--- config.mk ---
export PLATFORM = sky130hd
export DESIGN_NAME = SPIBlock
export DESIGN_NICKNAME = d
export VERILOG_FILES = /design/src/SpiPkg.sv /design/src/UsiBusPkg.sv /design/src/SPIBlock.sv /design/src/SPIClkGen.sv /design/src/SPICsr.sv /design/src/SPIShifter.sv
export SDC_FILE = /design/constraint.sdc
export NUM_CORES = 1
export LEC_CHECK = 0
export ABC_AREA = 1
export BUFFER_PORTS_ARGS = -buffer_cell sky130_fd_sc_hd__buf_2
export CAP_MARGIN = 5
export CELL_PAD_IN_SITES_DETAIL_PLACEMENT = 0
export CELL_PAD_IN_SITES_GLOBAL_PLACEMENT = 1
export CORE_ASPECT_RATIO = 1.4
export CORE_MARGIN = 4
export CORE_UTILIZATION = 24
export CTS_CLUSTER_SIZE = 24
export DETAILED_ROUTE_END_ITERATION = 10
export GPL_TIMING_DRIVEN = 0
export PLACE_DENSITY_LB_ADDON = 0.1
export SETUP_SLACK_MARGIN = 0.2
export SLEW_MARGIN = 20
export SYNTH_ARGS = -nofsm -noshare
export SYNTH_HDL_FRONTEND = slang
export SYNTH_SLANG_ARGS = --single-unit
--- constraint.sdc ---
create_clock -name sysClk -period 2.78 [get_ports sysClk]
set_clock_uncertainty 0.1 [all_clocks]
set_input_delay 0.139 -clock sysClk [delete_from_list [all_inputs] [get_ports sysClk]]
set_output_delay 0.139 -clock sysClk [all_outputs]
set_load 0.01 [all_outputs]
--- src/SpiPkg.sv ---
//---------------------------------------------------------------------
// SPI side types for the management block
// Mode 0 only, 8-bit transfers, MSB first
// Divider counts half periods of sck in sysClk cycles minus one
//---------------------------------------------------------------------
package SpiPkg;

	localparam int cSpiByteBit = 8;
	localparam int cSpiDivBit  = 16;
	localparam int cCsSelBit   = 2;

	typedef logic [cSpiByteBit-1:0] spiByte_t;	// One transfer byte
	typedef logic [cSpiDivBit-1:0]  spiDiv_t;	// Half-period divider
	typedef logic [cCsSelBit-1:0]   csSel_t;	// Chip select code

	// Chip select codes
	localparam csSel_t cCsNone   = 2'd0;	// Transfer with no device selected
	localparam csSel_t cCsConfig = 2'd1;	// Configuration flash
	localparam csSel_t cCsDev1   = 2'd2;
	localparam csSel_t cCsDev2   = 2'd3;

	// Index of the last bit in a transfer
	localparam logic [2:0] cBitLast = 3'd7;

	// Shifter states, Lead is sck low and Trail is sck high
	typedef enum logic [1:0]
	{
		Idle,
		Lead,
		Trail
	} spiState_t;

endpackage

--- src/UsiBusPkg.sv ---
//---------------------------------------------------------------------
// USI bus widths, block address map and register offsets
// Single-beat bus, word addressed registers on address bits 3:2
// Upper cBlockAdrsMap address bits select the block
//---------------------------------------------------------------------
package UsiBusPkg;

	// Bus widths
	localparam int cBusDataBit   = 32;		// Read and write data word
	localparam int cBusAdrsBit   = 32;		// Byte address

	typedef logic [cBusDataBit-1:0] usiData_t;
	typedef logic [cBusAdrsBit-1:0] usiAdrs_t;

	//-----------------------------------------------------------------
	// Block address map
	//-----------------------------------------------------------------
	localparam int                      cBlockAdrsMap = 8;		// Upper bits that pick a block
	localparam logic [cBlockAdrsMap-1:0] cSpiBlockBase = 8'h03;	// SPI management block

	// Register word offsets, address bits 3:2
	localparam int         cRegOfsLsb = 2;
	localparam logic [1:0] cRegCtrl   = 2'd0;	// Enable, csSel, wpN, holdN
	localparam logic [1:0] cRegDiv    = 2'd1;	// Half-period divider
	localparam logic [1:0] cRegTx     = 2'd2;	// Write starts a transfer
	localparam logic [1:0] cRegStat   = 2'd3;	// Busy and last received byte

	// CTRL reset value, disabled with wpN and holdN released
	localparam logic [4:0] cCtrlReset = 5'h18;

endpackage

--- src/SPIBlock.sv ---
//---------------------------------------------------------------------
// SPI management block, slave on the USI register bus
// Mode 0 single-byte transfers to one of three devices
// MOSI output only, MISO input only, wp and hold set by software
//---------------------------------------------------------------------
`timescale 1ns/1ps

module SPIBlock
	import UsiBusPkg::*, SpiPkg::*;
(
	// Bus slave
	input  usiData_t sUsiWd,
	input  usiAdrs_t sUsiAdrs,
	input            sUsiWCke,
	output usiData_t sUsiRd,
	output logic     sUsiVd,
	// SPI pins
	output logic     spiSck,
	output logic     spiMosi,
	input            spiMiso,
	output logic     spiWp,			// Active low write protect
	output logic     spiHold,		// Active low hold
	output logic     spiConfigCs,
	output logic     spiCs1,
	output logic     spiCs2,
	// Clock and reset
	input            sysClk,
	input            arstN
);

	//-----------------------------------------------------------------
	// Internal nets
	//-----------------------------------------------------------------
	logic     start;
	spiByte_t txByte;
	csSel_t   csSel;
	spiDiv_t  div;
	logic     busy;
	spiByte_t rxByte;
	logic     run;
	logic     riseStb;
	logic     fallStb;

	// Registers and bus read-back
	SPICsr csr0 (
		.sUsiWd   (sUsiWd),
		.sUsiAdrs (sUsiAdrs),
		.sUsiWCke (sUsiWCke),
		.sUsiRd   (sUsiRd),
		.sUsiVd   (sUsiVd),
		.busy     (busy),
		.rxByte   (rxByte),
		.start    (start),
		.txByte   (txByte),
		.csSel    (csSel),
		.div      (div),
		.spiWp    (spiWp),
		.spiHold  (spiHold),
		.sysClk   (sysClk),
		.arstN    (arstN)
	);

	// sck and its edge strobes
	SPIClkGen clkGen0 (
		.run     (run),
		.div     (div),
		.spiSck  (spiSck),
		.riseStb (riseStb),
		.fallStb (fallStb),
		.sysClk  (sysClk),
		.arstN   (arstN)
	);

	// Shift engine and chip selects
	SPIShifter shifter0 (
		.start       (start),
		.txByte      (txByte),
		.csSel       (csSel),
		.busy        (busy),
		.rxByte      (rxByte),
		.riseStb     (riseStb),
		.fallStb     (fallStb),
		.run         (run),
		.spiMiso     (spiMiso),
		.spiMosi     (spiMosi),
		.spiConfigCs (spiConfigCs),
		.spiCs1      (spiCs1),
		.spiCs2      (spiCs2),
		.sysClk      (sysClk),
		.arstN       (arstN)
	);

endmodule

--- src/SPIClkGen.sv ---
//---------------------------------------------------------------------
// SPI clock divider, sck toggles every div+1 cycles while run is high
// Strobes are combinational and mark the edge at the next clock
// div is sampled while idle and must stay put during a transfer
//---------------------------------------------------------------------
`timescale 1ns/1ps

module SPIClkGen
	import SpiPkg::*;
(
	input           run,			// Transfer in progress
	input  spiDiv_t div,			// Half-period minus one
	output logic    spiSck,			// Mode 0, parks low
	output logic    riseStb,		// sck rises at the next edge
	output logic    fallStb,		// sck falls at the next edge
	input           sysClk,
	input           arstN
);

	spiDiv_t cnt;		// Cycles left in this half period
	logic    expire;

	assign expire = run && (cnt == '0);

	// Down-counter, held at div while idle so the first half is full length
	always_ff @(posedge sysClk or negedge arstN)
	begin
		if (!arstN)
			cnt <= '0;
		else if (!run || expire)
			cnt <= div;
		else
			cnt <= cnt - 1'b1;
	end

	always_ff @(posedge sysClk or negedge arstN)
	begin
		if (!arstN)
			spiSck <= 1'b0;
		else if (!run)
			spiSck <= 1'b0;		// Park low between transfers
		else if (expire)
			spiSck <= ~spiSck;
	end

	// Edge direction follows the current level
	assign riseStb = expire & ~spiSck;
	assign fallStb = expire & spiSck;

endmodule

--- src/SPICsr.sv ---
//---------------------------------------------------------------------
// Control and status registers of the SPI block on the USI bus
// Read data comes one cycle after the hit, zero when not valid
// TX write while busy or disabled is dropped without notice
//---------------------------------------------------------------------
`timescale 1ns/1ps

module SPICsr
	import UsiBusPkg::*, SpiPkg::*;
(
	// Bus slave
	input  usiData_t sUsiWd,		// Write data from the master
	input  usiAdrs_t sUsiAdrs,		// Driven every cycle
	input            sUsiWCke,		// One-cycle write strobe
	output usiData_t sUsiRd,		// Read data, zero when sUsiVd low
	output logic     sUsiVd,		// High the cycle after a read hit
	// Shifter side
	input            busy,
	input  spiByte_t rxByte,
	output logic     start,			// One-cycle transfer request
	output spiByte_t txByte,
	output csSel_t   csSel,
	output spiDiv_t  div,
	// Static pins
	output logic     spiWp,
	output logic     spiHold,
	// Clock and reset
	input            sysClk,
	input            arstN
);

	//-----------------------------------------------------------------
	// Address decode
	//-----------------------------------------------------------------
	logic       blkHit;
	logic [1:0] regOfs;
	logic       wrHit;
	logic       rdHit;
	logic       txWr;

	assign blkHit = sUsiAdrs[cBusAdrsBit-1 -: cBlockAdrsMap] == cSpiBlockBase;
	assign regOfs = sUsiAdrs[cRegOfsLsb+1:cRegOfsLsb];
	assign wrHit  = blkHit & sUsiWCke;
	assign rdHit  = blkHit & ~sUsiWCke;		// Any hit without write is a read
	assign txWr   = wrHit && (regOfs == cRegTx);

	//-----------------------------------------------------------------
	// Registers
	//-----------------------------------------------------------------
	logic     ctrlEn;
	csSel_t   ctrlCs;
	logic     ctrlWpN;
	logic     ctrlHoldN;
	spiDiv_t  divReg;
	spiByte_t txReg;

	always_ff @(posedge sysClk or negedge arstN)
	begin
		if (!arstN)
		begin
			{ctrlHoldN, ctrlWpN, ctrlCs, ctrlEn} <= cCtrlReset;
			divReg <= '0;
		end
		else if (wrHit)
		begin
			case (regOfs)
				cRegCtrl:
				begin
					ctrlEn    <= sUsiWd[0];
					ctrlCs    <= csSel_t'(sUsiWd[2:1]);
					ctrlWpN   <= sUsiWd[3];
					ctrlHoldN <= sUsiWd[4];
				end
				cRegDiv:  divReg <= spiDiv_t'(sUsiWd[cSpiDivBit-1:0]);
				default:  ;		// TX and STAT handled elsewhere, STAT is read only
			endcase
		end
	end

	// Transmit byte kept for read-back only
	always_ff @(posedge sysClk)
	begin
		if (txWr)
			txReg <= spiByte_t'(sUsiWd[cSpiByteBit-1:0]);
	end

	// Start straight from the write so busy rises on the next cycle
	assign start  = txWr & ctrlEn & ~busy;
	assign txByte = spiByte_t'(sUsiWd[cSpiByteBit-1:0]);	// Taken by the shifter with start

	assign csSel   = ctrlCs;
	assign div     = divReg;
	assign spiWp   = ctrlWpN;
	assign spiHold = ctrlHoldN;

	//-----------------------------------------------------------------
	// Read-back
	//-----------------------------------------------------------------
	usiData_t rdMux;

	always_comb
	begin
		rdMux = '0;
		case (regOfs)
			cRegCtrl: rdMux[4:0]            = {ctrlHoldN, ctrlWpN, ctrlCs, ctrlEn};
			cRegDiv:  rdMux[cSpiDivBit-1:0]  = divReg;
			cRegTx:   rdMux[cSpiByteBit-1:0] = txReg;
			default:  rdMux[cSpiByteBit:0]   = {busy, rxByte};	// STAT
		endcase
	end

	// Zero on a miss so slaves can be OR-ed together
	always_ff @(posedge sysClk or negedge arstN)
	begin
		if (!arstN)
		begin
			sUsiRd <= '0;
			sUsiVd <= 1'b0;
		end
		else
		begin
			sUsiRd <= rdHit ? rdMux : '0;
			sUsiVd <= rdHit;
		end
	end

endmodule

--- src/SPIShifter.sv ---
//---------------------------------------------------------------------
// SPI mode 0 shift engine, one 8-bit transfer MSB first
// MISO is sampled without a synchronizer, device timing assumed slow
// Only the chip select latched at start goes low, and only while busy
//---------------------------------------------------------------------
`timescale 1ns/1ps

module SPIShifter
	import SpiPkg::*;
(
	// Request from the CSR
	input            start,			// One-cycle pulse, ignored while busy
	input  spiByte_t txByte,
	input  csSel_t   csSel,
	output logic     busy,
	output spiByte_t rxByte,		// Updated as busy falls
	// Clock generator
	input            riseStb,
	input            fallStb,
	output logic     run,
	// Pins
	input            spiMiso,
	output logic     spiMosi,
	output logic     spiConfigCs,	// Active low
	output logic     spiCs1,		// Active low
	output logic     spiCs2,		// Active low
	input            sysClk,
	input            arstN
);

	spiState_t  state;
	logic [2:0] bitCnt;		// Bit in flight, 0 is the MSB
	spiByte_t   txShift;	// MSB drives MOSI
	spiByte_t   rxShift;
	csSel_t     csLat;

	//-----------------------------------------------------------------
	// State machine
	//-----------------------------------------------------------------
	always_ff @(posedge sysClk or negedge arstN)
	begin
		if (!arstN)
		begin
			state   <= Idle;
			bitCnt  <= '0;
			txShift <= '0;
			rxByte  <= '0;
		end
		else
		begin
			case (state)
				Idle:
				begin
					if (start)
					begin
						state   <= Lead;
						bitCnt  <= '0;
						txShift <= txByte;		// Bit 7 on MOSI with busy
					end
				end
				Lead:
				begin
					if (riseStb)
						state <= Trail;
				end
				Trail:
				begin
					if (fallStb)
					begin
						if (bitCnt == cBitLast)
						begin
							state  <= Idle;
							rxByte <= rxShift;	// Last bit already in
						end
						else
						begin
							state   <= Lead;
							bitCnt  <= bitCnt + 1'b1;
							txShift <= {txShift[cSpiByteBit-2:0], 1'b0};
						end
					end
				end
				default: state <= Idle;
			endcase
		end
	end

	// Receive shift and chip select latch, payload only
	always_ff @(posedge sysClk)
	begin
		if (state == Lead && riseStb)
			rxShift <= {rxShift[cSpiByteBit-2:0], spiMiso};	// Sample on rise
		if (state == Idle && start)
			csLat <= csSel;
	end

	assign busy    = state != Idle;
	assign run     = busy;
	assign spiMosi = txShift[cSpiByteBit-1];

	//-----------------------------------------------------------------
	// Chip selects
	//-----------------------------------------------------------------
	assign spiConfigCs = ~(busy && csLat == cCsConfig);
	assign spiCs1      = ~(busy && csLat == cCsDev1);
	assign spiCs2      = ~(busy && csLat == cCsDev2);	// cCsNone leaves all high

endmodule

==> parameters.txt <==
Parameter                              Value

Layout
  Number of fill cells    roughly 2,000
  Synthesis-to-finish area growth    26.37%
  Final core utilization    around 31%
  Post-layout instance area    5468 um2
  ANT cells    0
  Final-stage net count    641
  Layout cells sized above 1    around 22%

Logic synthesis
  Synthesized netlist cell count    471
  Asr flop ratio synth    80.85%
  Fraction of synthesized cell area taken by the top area cell type    42.80%
  Mean post-synth cell area    between 9 and 10 um2
  Main flop type after synthesis    dfrtp_1
  Synth area leader    dfrtp_1
  Number of flops mapped to enable cells by yosys    18
  Library cells used by synthesis    35
  Count of yosys warnings during synthesis    0
  Syn Std Cell Area    4327 um2
  Share of synthesized area occupied by flip-flops and latches    56.51%
  Cell types occupying the most area after synthesis    dfrtp_1 (43%), edfxtp_1 (12%), nand2_1 (12%), o21ai_0 (4.5%), inv_1 (4.2%)
  #FFs+latches synth    94

Timing
  Final-layout setup total negative slack    0 ns
  Total of endpoints with negative setup slack in the final report    0
  Ratio of final minimum period to clock period    80.73%
  Crit path time final    2.244 ns
  Final-report hold violation count    0
  Worst Max-Slew Pin Slew    0.6910 ns
  Final Hold Slack    0.09263 ns
  Max-slew violations    0
  Worst slew margin    53.68%
  Unrepaired setup endpoints after global routing    false
  Highest attainable clock frequency    ~450 MHz

Routing
  Final ANT Viol Nets    0
  Iteration count of the initial detailed-routing pass    4
  Total via count in the routed design    roughly 3,400
  Sum of routed wire length over all layers    11,810 um
  Avg WL per Cell    14.56 um
  Via/cell ratio    4.191
  Starting DRT DRC Count    between 100 and 150
  Remaining DRCs    0

Hold path
  Worst Min Path Start    sUsiAdrs[3]
  Min-Delay Path Depth    4
  Worst hold path class    in -> reg

Worst setup path
  Critical path startpoint    clkGen0.cnt[0]
  Critical path class    reg -> reg
  Biggest fanout along the worst timing path    8
  Worst Path Arrival    about 2.1 ns
  Cell repeated most along the worst path    nor2_4
  Number of buffers and inverters on the critical path    1
  Slowest library cell on the worst path    nor2_2
  Critical Path RT    2.67 ns
  Critical Path Sink Type    register
  Ordered list of cells on the worst path    inv_1 -> ha_1 -> nand2_2 -> nor2_4 -> nand2_4 -> nor2_4 -> nand2_1 -> nor2_2
  Cells on worst reg2reg path    8
  Worst path top cell family by delay    simple AND/OR/NAND/NOR gates
  Highest cell delay on the worst timing path    between 0.4 and 0.5 ns
  Reg-to-reg critical path startpoint    clkGen0.cnt[0]
  CP startpoint kind    register
  Number of cells on the critical path    8

Global routing
  Global-route wire length before repair    19,040 um
  Maximum number of pins on one net before global-route repair    between 40 and 50
  Via count of the first global-routing pass    3,573
  Tot GR Track Use    12.31%
  Gr ovfl total    0
  Initial antenna violation count    0

Die
  Die outline area    20,270 um2
  Horizontal die dimension    121.5 um
  Height of the chip    between 150 and 200 um
  Core Region    ~18,000 um2
  Starting density of the core    24.66%
  Std-Cell Rows    57
  I/O pin count    between 100 and 150

CTS
  Max Buffers Root-to-Sink    2
  Cts bufs inserted    9
  Clk_lat worst skew    0.35 ns
  CTS sink cnt    94
  Depth of the CTS H-tree    3
  Clock-pin slew of the registers on the worst-case setup and hold paths    0.07 ns
  CTS tree    yes
  Root buffer cell    clkbuf_16

Placement
  Routability congestion estimate from global placement    approximately 0.76
  Post-detail-place hpwl    9057 um
  Number of buffers inserted by port buffering    53
  Placement Cell Area    4979 um2

Run status
  Outcome    completed

Power and ir drop
  Leak    2.643 nW
  Power per standard cell area    558.5 nW/um2
  Worst VDD drop    0.0002272 V
  Tot Pwr    3.054 mW

Run
  # Max-Cap Violations    0
[power breakdown]
part	total, mW	internal (mW)	switching (mW)
Sequential	1.52	1.46	0.0557
Clock	1.26	0.705	0.557
Combinational	0.277	0.119	0.158
[through the flow]
stage / setup slack [ns] / std cells
after global placement: 0.2124 / 775
final: 0.5358 / 811
after CTS: 0.4531 / 811
after detailed placement: 0.2112 / 776
after global routing: 0.3185 / 811
after floorplan: 0.7581 / 486
[state kept, by name, summed over array words and instances (netlist names)]
register,cells
shifter0.state,2
csr0.div,16
csr0.sUsiRd,16
clkGen0.spiSck,1
shifter0.bitCnt,3
shifter0.txShift,8
shifter0.rxShift,8
csr0.spiWp,1
shifter0.csLat,2
csr0.sUsiVd,1
csr0.ctrlEn,1
csr0.spiHold,1
clkGen0.cnt,16
shifter0.rxByte,8
csr0.csSel,2
csr0.txReg,8
[routing by layer]
metal / part of all wire [%] / vias to the layer above / routed length [um] / GRT usage, %
met4: 1.7 / 0 / 200 / 4.973
met2: 54 / 53 / 6322 / 22.00
li1: - / 1692 / - / -
met3: 2.6 / 10 / 308 / 1.934
met5: 0 / - / 0 / 0
met1: 42 / 1644 / 4980 / 14.51
[kinds of logic (layout without fill, tap and decap cells)]
family | Yosys count | after routing | synth area share (%)
buffers and inverters | 80 | 169 | 9.340
AND/OR/NAND/NOR | 218 | 218 | 22.32
AO/OA/AOI/OAI | 66 | 66 | 9.052
adder cells (fa/ha/maj) | 3 | 3 | 0.8676
other | 1 | 16 | 0.08667
flip-flops | 94 | 94 | 56.51
XOR/XNOR | 9 | 9 | 1.822
[cell type report]
| class | instances | area (um2) | share of cell area, % |
|---|---|---|---|
| Clock buffer | 10 | 229.0 | 4.188 |
| Clock inverter | 6 | 67.56 | 1.236 |
| Multi-Input combinational cell | 312 | 1541 | 28.19 |
| Tap cell | 236 | 295.3 | 5.400 |
| Inverter | 51 | 191.4 | 3.501 |
| Timing Repair Buffer | 73 | 485.5 | 8.879 |
| Buffer | 29 | 212.7 | 3.890 |
| Sequential cell | 94 | 2445 | 44.71 |
[worst min-delay path, stage by stage]
cell	delay, ns
buf_2	0.13
nor2_1	0.08
nand2_1	0.07
a21oi_1	0.07
[layout by cell type (no fill, tap or decap), types with 2 or more instances in the layout]
cell	n
a31oi_1	6
dfstp_2	2
a21oi_1	5
o21ai_0	39
nor3_1	9
a221oi_1	2
o21ai_2	8
xor2_1	5
clkinv_1	3
buf_2	57
buf_6	4
xnor2_1	4
ha_1	3
nand2_4	2
nand4_1	14
nor2_1	36
inv_6	3
nand3_1	7
nand2_1	133
nor2_2	4
conb_1	16
dlygate4sd3_1	19
buf_4	19
clkbuf_1	3
inv_1	48
nor2_4	4
edfxtp_1	18
o221ai_1	3
nand2_2	5
dfrtp_1	74
clkbuf_16	9
[path summary, 6_finish.rpt]
kind | slack (ns) | end
worst max-delay path | 0.54 | shifter0.rxShift[4]
worst min-delay path | 0.09 | csr0.sUsiRd[4]
worst max register to register | 0.54 | shifter0.rxShift[4]
worst min register to register | 0.35 | shifter0.rxShift[5]
max in group asynchronous | 1.78 | shifter0.rxByte[4]
min in group asynchronous | 0.21 | clkGen0.cnt[9]
[Yosys cell counts (3+ instances only)]
cell type and instances:
nand2_2 5, inv_1 48, buf_4 18, nor2_4 4
o21ai_0 39, a31oi_1 6, a21oi_1 5, o21ai_2 8
xnor2_1 4, nand3_1 7, o221ai_1 3, xor2_1 5
nor2_2 3, ha_1 3, buf_6 4, edfxtp_1 18
dfrtp_1 74, buf_2 5, nor2_1 37, nand4_1 14
nand2_1 133, nor3_1 10
[what timing repair did]
| item | 4_1_cts | 5_1_grt |
|---|---|---|
| endpoints found under the setup margin | 2 | 0 |
| endpoints found under the hold margin | 61 | 0 |
| hold buffers | 19 | 0 |
| setup buffers | 0 | 0 |
| resized for setup | 1 | 0 |
No activity file was read; power rests on OpenSTA's default activity.
